## src/rtl/synth_pkg.sv

```systemverilog
`default_nettype none

package synth_pkg;

    // ======================================================================
    // Widths
    // ======================================================================

    // Frequency register, two bytes
    localparam int FREQ_W = 16;
    // Phase accumulator
    localparam int ACC_W  = 24;
    // Byte registers, wave, envelope and level values
    localparam int REG_W  = 8;
    // Voice index field in the SPI frame
    localparam int VIDX_W = 2;

    // ======================================================================
    // Register map, frame bits 15..13
    // ======================================================================

    localparam logic [2:0] REG_FREQ_LO = 3'd0;
    localparam logic [2:0] REG_FREQ_HI = 3'd1;
    localparam logic [2:0] REG_PW      = 3'd2;
    // Attack in [3:0], decay in [7:4]
    localparam logic [2:0] REG_AD      = 3'd4;
    // Sustain level in [3:0], release in [7:4]
    localparam logic [2:0] REG_SR      = 3'd5;
    localparam logic [2:0] REG_WAVE    = 3'd6;

    // Waveform register bit positions
    localparam int WAVE_GATE  = 0;
    localparam int WAVE_TRI   = 4;
    localparam int WAVE_SAW   = 5;
    localparam int WAVE_PULSE = 6;

    // Envelope generator states
    typedef enum logic [2:0] {
        IDLE,
        ATTACK,
        DECAY,
        SUSTAIN,
        RELEASE
    } env_state_t;

endpackage

`default_nettype wire

```

## src/rtl/spi_voice_regs.sv

```systemverilog
`timescale 1ns/1ps
`default_nettype none

module spi_voice_regs #(
    parameter int NUM_VOICES = 4
) (
    input  wire logic                         clk,
    input  wire logic                         rst_n,
    // SPI pins, asynchronous to clk
    input  wire logic                         spi_clk,
    input  wire logic                         spi_cs_n,
    input  wire logic                         spi_mosi,
    // Per-voice register outputs
    output logic [synth_pkg::FREQ_W-1:0]      freq    [NUM_VOICES],
    output logic [synth_pkg::REG_W-1:0]       pw      [NUM_VOICES],
    output logic [synth_pkg::REG_W-1:0]       attack  [NUM_VOICES],
    output logic [synth_pkg::REG_W-1:0]       sustain [NUM_VOICES],
    output logic [synth_pkg::REG_W-1:0]       wave    [NUM_VOICES]
);

    import synth_pkg::*;

    // ======================================================================
    // Pin synchronizers
    // ======================================================================

    logic sclk_s1;
    logic sclk_s2;
    logic sclk_s3;
    logic cs_n_s1;
    logic cs_n_s2;
    logic mosi_s1;
    logic mosi_s2;

    // CS idles high, so its flops reset to 1
    always_ff @(posedge clk or negedge rst_n) begin
        if (!rst_n) begin
            sclk_s1 <= 1'b0;
            sclk_s2 <= 1'b0;
            sclk_s3 <= 1'b0;
            cs_n_s1 <= 1'b1;
            cs_n_s2 <= 1'b1;
            mosi_s1 <= 1'b0;
            mosi_s2 <= 1'b0;
        end else begin
            sclk_s1 <= spi_clk;
            sclk_s2 <= sclk_s1;
            // Third stage only for edge detection
            sclk_s3 <= sclk_s2;
            cs_n_s1 <= spi_cs_n;
            cs_n_s2 <= cs_n_s1;
            mosi_s1 <= spi_mosi;
            mosi_s2 <= mosi_s1;
        end
    end

    logic sclk_rise;
    logic cs_active;

    assign sclk_rise = sclk_s2 && !sclk_s3;
    assign cs_active = !cs_n_s2;

    // ======================================================================
    // Frame shifter
    // ======================================================================

    // First 15 bits of the frame, the 16th comes straight from mosi_s2
    logic [14:0]       rx_shift;
    logic [3:0]        bit_cnt;
    logic [15:0]       frame;
    logic              frame_done;
    logic [2:0]        addr;
    logic [VIDX_W-1:0] vidx;
    logic [REG_W-1:0]  data;

    always_ff @(posedge clk or negedge rst_n) begin
        if (!rst_n) begin
            rx_shift <= '0;
            bit_cnt  <= '0;
        end else if (!cs_active) begin
            // Idle or aborted frame
            rx_shift <= '0;
            bit_cnt  <= '0;
        end else if (sclk_rise) begin
            rx_shift <= {rx_shift[13:0], mosi_s2};
            // Wraps to 0 after the 16th bit
            bit_cnt  <= bit_cnt + 4'd1;
        end
    end

    assign frame      = {rx_shift, mosi_s2};
    assign frame_done = cs_active && sclk_rise && (bit_cnt == 4'd15);

    // Bits 10..8 are don't-care
    assign addr = frame[15:13];
    assign vidx = frame[12:11];
    assign data = frame[REG_W-1:0];

    // ======================================================================
    // Register file
    // ======================================================================

    // An index with no matching voice writes nothing
    always_ff @(posedge clk or negedge rst_n) begin
        if (!rst_n) begin
            for (int v = 0; v < NUM_VOICES; v++) begin
                freq[v]    <= '0;
                pw[v]      <= '0;
                attack[v]  <= '0;
                sustain[v] <= '0;
                wave[v]    <= '0;
            end
        end else if (frame_done) begin
            for (int v = 0; v < NUM_VOICES; v++) begin
                if (vidx == VIDX_W'(v)) begin
                    case (addr)
                        REG_FREQ_LO: freq[v][REG_W-1:0]      <= data;
                        REG_FREQ_HI: freq[v][FREQ_W-1:REG_W] <= data;
                        REG_PW:      pw[v]                   <= data;
                        REG_AD:      attack[v]               <= data;
                        REG_SR:      sustain[v]              <= data;
                        REG_WAVE:    wave[v]                 <= data;
                        // Addresses 3 and 7 unused
                        default: ;
                    endcase
                end
            end
        end
    end

    // Partial frames never leave a stale count behind once CS drops
    a_cnt_idle: assert property (@(posedge clk) disable iff (!rst_n)
        !cs_active |=> (bit_cnt == '0));

endmodule

`default_nettype wire

```

## src/rtl/sid_voice.sv

```systemverilog
`timescale 1ns/1ps
`default_nettype none

module sid_voice (
    input  wire logic                         clk,
    input  wire logic                         rst_n,
    input  wire logic                         sample_tick,
    input  wire logic [synth_pkg::FREQ_W-1:0] freq,
    input  wire logic [synth_pkg::REG_W-1:0]  pw,
    input  wire logic [synth_pkg::REG_W-1:0]  attack,
    input  wire logic [synth_pkg::REG_W-1:0]  sustain,
    input  wire logic [synth_pkg::REG_W-1:0]  wave,
    output logic      [synth_pkg::REG_W-1:0]  level
);

    import synth_pkg::*;

    // ======================================================================
    // Phase accumulator and waveforms
    // ======================================================================

    logic [ACC_W-1:0] phase;

    always_ff @(posedge clk or negedge rst_n) begin
        if (!rst_n) begin
            phase <= '0;
        end else if (sample_tick) begin
            // Wraps freely
            phase <= phase + ACC_W'(freq);
        end
    end

    logic [REG_W-1:0] p;
    logic [REG_W-1:0] saw_val;
    logic [REG_W-1:0] tri_val;
    logic [REG_W-1:0] pulse_val;
    logic [REG_W-1:0] wave_val;
    logic             any_sel;

    assign p         = phase[ACC_W-1 -: REG_W];
    assign saw_val   = p;
    // Fold the upper half back down
    assign tri_val   = {p[REG_W-2:0], 1'b0} ^ {REG_W{p[REG_W-1]}};
    assign pulse_val = (p < pw) ? '1 : '0;
    assign any_sel   = wave[WAVE_SAW] | wave[WAVE_TRI] | wave[WAVE_PULSE];

    // Selected waveforms are ANDed together
    always_comb begin
        wave_val = '1;
        if (wave[WAVE_SAW]) begin
            wave_val = wave_val & saw_val;
        end
        if (wave[WAVE_TRI]) begin
            wave_val = wave_val & tri_val;
        end
        if (wave[WAVE_PULSE]) begin
            wave_val = wave_val & pulse_val;
        end
        if (!any_sel) begin
            wave_val = '0;
        end
    end

    // ======================================================================
    // ADSR envelope
    // ======================================================================

    env_state_t       env_state;
    env_state_t       gated_state;
    env_state_t       nxt_state;
    logic [REG_W-1:0] env_val;
    logic [REG_W-1:0] nxt_env;
    logic             gate;
    logic [REG_W-1:0] atk_step;
    logic [REG_W-1:0] dec_step;
    logic [REG_W-1:0] rel_step;
    logic [REG_W-1:0] sus_level;
    logic [REG_W:0]   atk_sum;
    logic [REG_W:0]   dec_floor;

    assign gate      = wave[WAVE_GATE];
    // Step sizes are nibble + 1
    assign atk_step  = REG_W'(attack[3:0]) + REG_W'(1);
    assign dec_step  = REG_W'(attack[7:4]) + REG_W'(1);
    assign rel_step  = REG_W'(sustain[7:4]) + REG_W'(1);
    // Nibble times 17 spans 0..255
    assign sus_level = {sustain[3:0], sustain[3:0]};
    assign atk_sum   = (REG_W+1)'(env_val) + (REG_W+1)'(atk_step);
    assign dec_floor = (REG_W+1)'(sus_level) + (REG_W+1)'(dec_step);

    always_comb begin
        // Gate edges first
        gated_state = env_state;
        if (gate && (env_state == IDLE || env_state == RELEASE)) begin
            gated_state = ATTACK;
        end else if (!gate && (env_state == ATTACK || env_state == DECAY ||
                               env_state == SUSTAIN)) begin
            gated_state = RELEASE;
        end
        // Then the step of the new state
        nxt_state = gated_state;
        nxt_env   = env_val;
        case (gated_state)
            ATTACK: begin
                if (atk_sum >= (REG_W+1)'(2**REG_W - 1)) begin
                    nxt_env   = '1;
                    nxt_state = DECAY;
                end else begin
                    nxt_env = atk_sum[REG_W-1:0];
                end
            end
            DECAY: begin
                // Lands exactly on the sustain level
                if ((REG_W+1)'(env_val) <= dec_floor) begin
                    nxt_env   = sus_level;
                    nxt_state = SUSTAIN;
                end else begin
                    nxt_env = env_val - dec_step;
                end
            end
            RELEASE: begin
                if (env_val <= rel_step) begin
                    nxt_env   = '0;
                    nxt_state = IDLE;
                end else begin
                    nxt_env = env_val - rel_step;
                end
            end
            // SUSTAIN and IDLE hold
            default: ;
        endcase
    end

    always_ff @(posedge clk or negedge rst_n) begin
        if (!rst_n) begin
            env_state <= IDLE;
            env_val   <= '0;
        end else if (sample_tick) begin
            env_state <= nxt_state;
            env_val   <= nxt_env;
        end
    end

    // ======================================================================
    // Output level, one cycle behind the tick
    // ======================================================================

    logic                 tick_d1;
    logic [2*REG_W-1:0]   product;

    assign product = wave_val * env_val;

    always_ff @(posedge clk or negedge rst_n) begin
        if (!rst_n) begin
            tick_d1 <= 1'b0;
            level   <= '0;
        end else begin
            tick_d1 <= sample_tick;
            if (tick_d1) begin
                level <= product[2*REG_W-1:REG_W];
            end
        end
    end

    a_idle_silent: assert property (@(posedge clk) disable iff (!rst_n)
        (env_state == IDLE) |-> (env_val == '0));

    a_env_on_tick: assert property (@(posedge clk) disable iff (!rst_n)
        $changed(env_val) |-> $past(sample_tick));

endmodule

`default_nettype wire

```

## src/rtl/voice_mixer.sv

```systemverilog
`timescale 1ns/1ps
`default_nettype none

module voice_mixer #(
    parameter int NUM_VOICES = 4,
    parameter int SAMPLE_DIV = 256,
    parameter int MIX_W      = 10
) (
    input  wire logic                        clk,
    input  wire logic                        rst_n,
    input  wire logic [synth_pkg::REG_W-1:0] level [NUM_VOICES],
    output logic                             sample_tick,
    output logic      [MIX_W-1:0]            sample,
    output logic                             sample_valid
);

    localparam int CNT_W = $clog2(SAMPLE_DIV);

    // ======================================================================
    // Sample rate divider
    // ======================================================================

    logic [CNT_W-1:0] div_cnt;

    // First tick lands SAMPLE_DIV cycles out of reset
    always_ff @(posedge clk or negedge rst_n) begin
        if (!rst_n) begin
            div_cnt     <= '0;
            sample_tick <= 1'b0;
        end else if (div_cnt == CNT_W'(SAMPLE_DIV - 1)) begin
            div_cnt     <= '0;
            sample_tick <= 1'b1;
        end else begin
            div_cnt     <= div_cnt + CNT_W'(1);
            sample_tick <= 1'b0;
        end
    end

    // ======================================================================
    // Sum of voice levels
    // ======================================================================

    // Voices settle their level one cycle after the tick
    logic             tick_d1;
    logic             tick_d2;
    logic [MIX_W-1:0] level_sum;

    always_comb begin
        level_sum = '0;
        for (int i = 0; i < NUM_VOICES; i++) begin
            level_sum = level_sum + MIX_W'(level[i]);
        end
    end

    always_ff @(posedge clk or negedge rst_n) begin
        if (!rst_n) begin
            tick_d1      <= 1'b0;
            tick_d2      <= 1'b0;
            sample_valid <= 1'b0;
            sample       <= '0;
        end else begin
            tick_d1      <= sample_tick;
            tick_d2      <= tick_d1;
            sample_valid <= tick_d2;
            if (tick_d2) begin
                sample <= level_sum;
            end
        end
    end

    a_valid_single: assert property (@(posedge clk) disable iff (!rst_n)
        sample_valid |=> !sample_valid);

endmodule

`default_nettype wire

```

## src/rtl/sid_synth_top.sv

```systemverilog
`timescale 1ns/1ps
`default_nettype none

module sid_synth_top #(
    parameter  int NUM_VOICES = 4,
    parameter  int SAMPLE_DIV = 256,
    // Headroom for up to four full-scale voices
    localparam int MIX_W      = synth_pkg::REG_W + 2
) (
    input  wire logic             clk,
    input  wire logic             rst_n,
    input  wire logic             spi_clk,
    input  wire logic             spi_cs_n,
    input  wire logic             spi_mosi,
    output logic      [MIX_W-1:0] sample,
    output logic                  sample_valid
);

    import synth_pkg::*;

    // ======================================================================
    // Register bank to voices
    // ======================================================================

    logic [FREQ_W-1:0] freq    [NUM_VOICES];
    logic [REG_W-1:0]  pw      [NUM_VOICES];
    logic [REG_W-1:0]  attack  [NUM_VOICES];
    logic [REG_W-1:0]  sustain [NUM_VOICES];
    logic [REG_W-1:0]  wave    [NUM_VOICES];
    logic [REG_W-1:0]  level   [NUM_VOICES];
    logic              sample_tick;

    spi_voice_regs #(
        .NUM_VOICES (NUM_VOICES)
    ) u_regs (
        .clk      (clk),
        .rst_n    (rst_n),
        .spi_clk  (spi_clk),
        .spi_cs_n (spi_cs_n),
        .spi_mosi (spi_mosi),
        .freq     (freq),
        .pw       (pw),
        .attack   (attack),
        .sustain  (sustain),
        .wave     (wave)
    );

    // One voice per register set
    for (genvar v = 0; v < NUM_VOICES; v++) begin : g_voice
        sid_voice u_voice (
            .clk         (clk),
            .rst_n       (rst_n),
            .sample_tick (sample_tick),
            .freq        (freq[v]),
            .pw          (pw[v]),
            .attack      (attack[v]),
            .sustain     (sustain[v]),
            .wave        (wave[v]),
            .level       (level[v])
        );
    end

    // Tick source and output stage
    voice_mixer #(
        .NUM_VOICES (NUM_VOICES),
        .SAMPLE_DIV (SAMPLE_DIV),
        .MIX_W      (MIX_W)
    ) u_mixer (
        .clk          (clk),
        .rst_n        (rst_n),
        .level        (level),
        .sample_tick  (sample_tick),
        .sample       (sample),
        .sample_valid (sample_valid)
    );

endmodule

`default_nettype wire

```

## config.mk

```make
export PLATFORM = sky130hd
export DESIGN_NAME = sid_synth_top
export DESIGN_NICKNAME = d
export VERILOG_FILES = /design/src/rtl/synth_pkg.sv /design/src/rtl/spi_voice_regs.sv /design/src/rtl/sid_voice.sv /design/src/rtl/voice_mixer.sv /design/src/rtl/sid_synth_top.sv
export SDC_FILE = /design/constraint.sdc
export NUM_CORES = 2
export LEC_CHECK = 0
export ABC_AREA = 1
export ABC_CLOCK_PERIOD_IN_PS = 7250
export BUFFER_PORTS_ARGS = -buffer_cell sky130_fd_sc_hd__buf_2
export CORE_ASPECT_RATIO = 1.4
export CORE_MARGIN = 2
export CORE_UTILIZATION = 55
export CTS_CLUSTER_DIAMETER = 80
export DETAILED_ROUTE_END_ITERATION = 10
export GPL_ROUTABILITY_DRIVEN = 0
export PLACE_DENSITY_LB_ADDON = 0.08
export SLEW_MARGIN = 20
export SYNTH_ARGS = -nofsm -noshare
export SYNTH_HDL_FRONTEND = slang
export SYNTH_SLANG_ARGS = --single-unit
```

## constraint.sdc

```tcl
create_clock -name clk -period 7.25 [get_ports clk]
set_clock_uncertainty 0.2 [all_clocks]
set_input_delay 0.3625 -clock clk [delete_from_list [all_inputs] [get_ports clk]]
set_output_delay 0.3625 -clock clk [all_outputs]
set_load 0.01 [all_outputs]
```

==> out/results.txt <==
Clock Power Share = 52.4%
PwrDens = 130 nW/µm²
Vias/cell = 5.46
Min cycle time layout = 6.23 ns
Psw = 1.06 mW
Worst-margin pin slew = 1.02 ns
Final period util = 86.0%
Post-DP HPWL = 66500 µm
TritonRoute pass-1 iters = 6
Area grow syn2layout = 7.46%
Average size of a mapped cell = 7.73 µm²
GRT Util Overall = 27.9%
Clock Sinks = 396
Worst EP arrival = 6.51 ns
IO Count = 16
CP Capture Type = flop
Initial antenna violation count = 0
Layout cells sized above 1 = 4.71%
Static Leak = 18.9 nW
DRC viols = 0
Resized Gates After CTS = 0
Placed insts = 5204
Top cell by count, worst path = nand2_1
Initial DRC Count = 1778
DP Area = 35200 µm²
Core Area = 61800 µm²
Dominant synthesized flop cell = dfrtp_1
Logic pwr share = 1.4%
Critical Path RT = 7.53 ns
TritonCTS clock tree = built
Final worst slack = 1.02 ns
Fin nets = 4969
Antenna cells = 0
Worst hold slack = 0.147 ns
Final antenna-violating net count = 0
Avg WL per Cell = 16.6 µm
Die area = 64400 µm²
Clk buf depth = 3
Final Max Tran Viols = 0
Number of global-route vias before repair = 29300
Yosys top cell by area = dfrtp_1
Final Hold Viols = 0
Switching Share = 22.1%
Setup TNS = 0 ns
Design Power = 4.79 mW
Top cell type's share of synthesized area = 28.8%
Area contributors post-synth = dfrtp_1, ha_1, nand2_1, fa_1, inv_1
MaxCap Viol Count = 0
First-pass GRT wire length = 146000 µm
Ys Warns = 0
Total grt overflow = 0
Clk root buf = clkbuf_16
Reg clk slew, reported paths = 0.06 ns
Outcome = completed
Via count = 28900
Worst min path class = in -> async
Slowest stage delay, CP = 0.54 ns
Std-Cell Rows = 108
Non-Filler Instances = 5287
Fin util = 59.6%
Highest Clock Rate = 0.160 GHz
Syn nets = 4977
Largest net degree at the start of global routing = 106
Clk_lat worst skew = 0.60 ns
Vert. Die Dim = 299 µm
CP Class = reg -> reg
EDFF count, synth = 0
Detailed Route WL = 87700 µm
IR drop worst, VDD = 0.281 mV
Post-Syn Instances = 4436
Critical Path Start Type = flop
Sequential share of power = 46.2%
CTS HTree Levels = 2
Initial Util = 55.5%
Sequential area share after synthesis = 28.9%
Post-Syn Area = 34300 µm²
RSZ-0062 raised after global routing = false
Internal power = 3.74 mW
Placement Setup Slack = 1.08 ns
CP max-delay cell = fa_1
Worst-path maximum fanout = 8
Width of the die = 215 µm
Finished Cell Area = 36800 µm²
# port buffers = 15
Ys async rst share = 100%
Rel. slew slack = 31.6%
Synth cell types = 64
#FFs+latches synth = 396
CTS buffer count = 43
Finish-stage setup viols = 0
## cell type report
| type | count | area [µm²] |
|---|---|---|
| Fill cell | 5843 | 24900 |
| Clock buffer | 57 | 1250 |
| Multi-Input combinational cell | 3292 | 21500 |
| Sequential cell | 396 | 9910 |
| Inverter | 660 | 2480 |
| Timing Repair Buffer | 35 | 258 |
| Clock inverter | 22 | 390 |
| Tap cell | 825 | 1030 |
## worst max-delay path, delay by kind of cell (launching register included)
family / cells / cell delay (ns)
buffers and inverters: 3 / 0.16
DFF: 1 / 0.45
AOI/OAI and AO/OA: 4 / 1.26
and+or+nand+nor: 13 / 1.31
adders and majority gates: 6 / 2.73
## cell usage in the layout, fill, tap and decap left out, types with 12 or more instances in the layout
master | synthesis | layout
clkbuf_8 | 0 | 12
xnor2_1 | 65 | 65
fa_1 | 170 | 170
nor2_1 | 385 | 385
nand3b_1 | 16 | 16
o22ai_1 | 21 | 21
dfrtp_1 | 394 | 393
nor3_1 | 49 | 49
inv_1 | 631 | 631
nand3_1 | 212 | 212
a21oi_1 | 250 | 250
nand4_1 | 61 | 61
o21ai_1 | 16 | 16
xor2_1 | 126 | 126
o21ai_0 | 378 | 378
nand2_1 | 971 | 971
o211ai_1 | 14 | 14
ha_1 | 366 | 366
clkbuf_16 | 0 | 43
inv_2 | 18 | 18
a31oi_1 | 22 | 22
nand2_2 | 21 | 21
or2_2 | 13 | 13
buf_4 | 1 | 15
buf_2 | 15 | 14
## synthesized netlist by cell type (4+ instances only)
library cell / n
a211oi_1: 9
a21o_1: 8
a21oi_1: 250
a21oi_2: 5
a221oi_1: 6
a22oi_1: 9
a31oi_1: 22
buf_2: 15
clkbuf_1: 66
clkinv_1: 10
dfrtp_1: 394
fa_1: 170
ha_1: 366
inv_1: 631
inv_2: 18
nand2_1: 971
nand2_2: 21
nand2_4: 7
nand3_1: 212
nand3b_1: 16
nand4_1: 61
nor2_1: 385
nor2_2: 8
nor2_4: 5
nor3_1: 49
nor4_1: 8
o2111ai_1: 4
o211ai_1: 14
o21a_1: 10
o21ai_0: 378
o21ai_1: 16
o21ai_2: 5
o21bai_1: 10
o22ai_1: 21
o31ai_1: 5
or2_2: 13
xnor2_1: 65
xor2_1: 126
## path summary, 6_finish.rpt
path / start / to / slack [ns] / cells after the start
min in group clk: u_regs.mosi_s1$_DFF_PN0_ / u_regs.mosi_s2$_DFF_PN0_ / 0.15 / 0
max in group asynchronous: rst_n / g_voice[3].u_voice.phase[23]$_DFFE_PN0P_ / 5.18 / 3
worst max register to register: g_voice[0].u_voice.phase[17]$_DFFE_PN0P_ / g_voice[0].u_voice.level[7]$_DFFE_PN0P_ / 1.02 / 26
worst min-delay path: rst_n / g_voice[1].u_voice.level[5]$_DFFE_PN0P_ / 0.15 / 2
worst max-delay path: g_voice[0].u_voice.phase[17]$_DFFE_PN0P_ / g_voice[0].u_voice.level[7]$_DFFE_PN0P_ / 1.02 / 26
worst min register to register: u_regs.mosi_s1$_DFF_PN0_ / u_regs.mosi_s2$_DFF_PN0_ / 0.15 / 0
## routing by layer
metal  vias up  wire length, µm  track usage, %
met1     13600            36400            33.5
met2       634            44300            50.9
met4         0             3620            11.6
li1      14400                -               -
met3       227             3430            2.97
met5         -                0               0
## power groups by stage
stage / combinational [mW] / sequential, mW / clock [mW]
final: 0.0655 / 2.21 / 2.51
after global routing: 0.0762 / 2.21 / 2.65
after CTS: 0.0693 / 2.21 / 2.57
after detailed placement: 0.0679 / 2.26 / 0
after global placement: 0.0672 / 2.26 / 0
after floorplan: 0.00800 / 2.26 / 0
## cell families after synthesis
kind of cell	share of synthesized area [%]
and+or+nand+nor	21.9
AOI/OAI and AO/OA	12.6
buffers and inverters	8.33
adders and majority gates	23.3
DFF	28.9
xor gates and xnor gates	4.88
## registers in the layout (all words and copies together), names as in the netlist, 4 cells and up
register and cells:
u_mixer.div_cnt 8, u_regs.sustain 32, u_regs.pw 32, u_regs.attack 32
u_regs.freq 64, g_voice.u_voice.env_state 12, g_voice.u_voice.env_val 32, u_mixer.sample 10
g_voice.u_voice.level 32, u_regs.bit_cnt 4, u_regs.wave 16, g_voice.u_voice.phase 96
u_regs.rx_shift 15
## timing repair
item	in CTS	in global routing
hold buffers	4	0
setup buffers	0	0
hold endpoints to repair	90	0
Note: power is estimated with default switching activity, not from simulation.
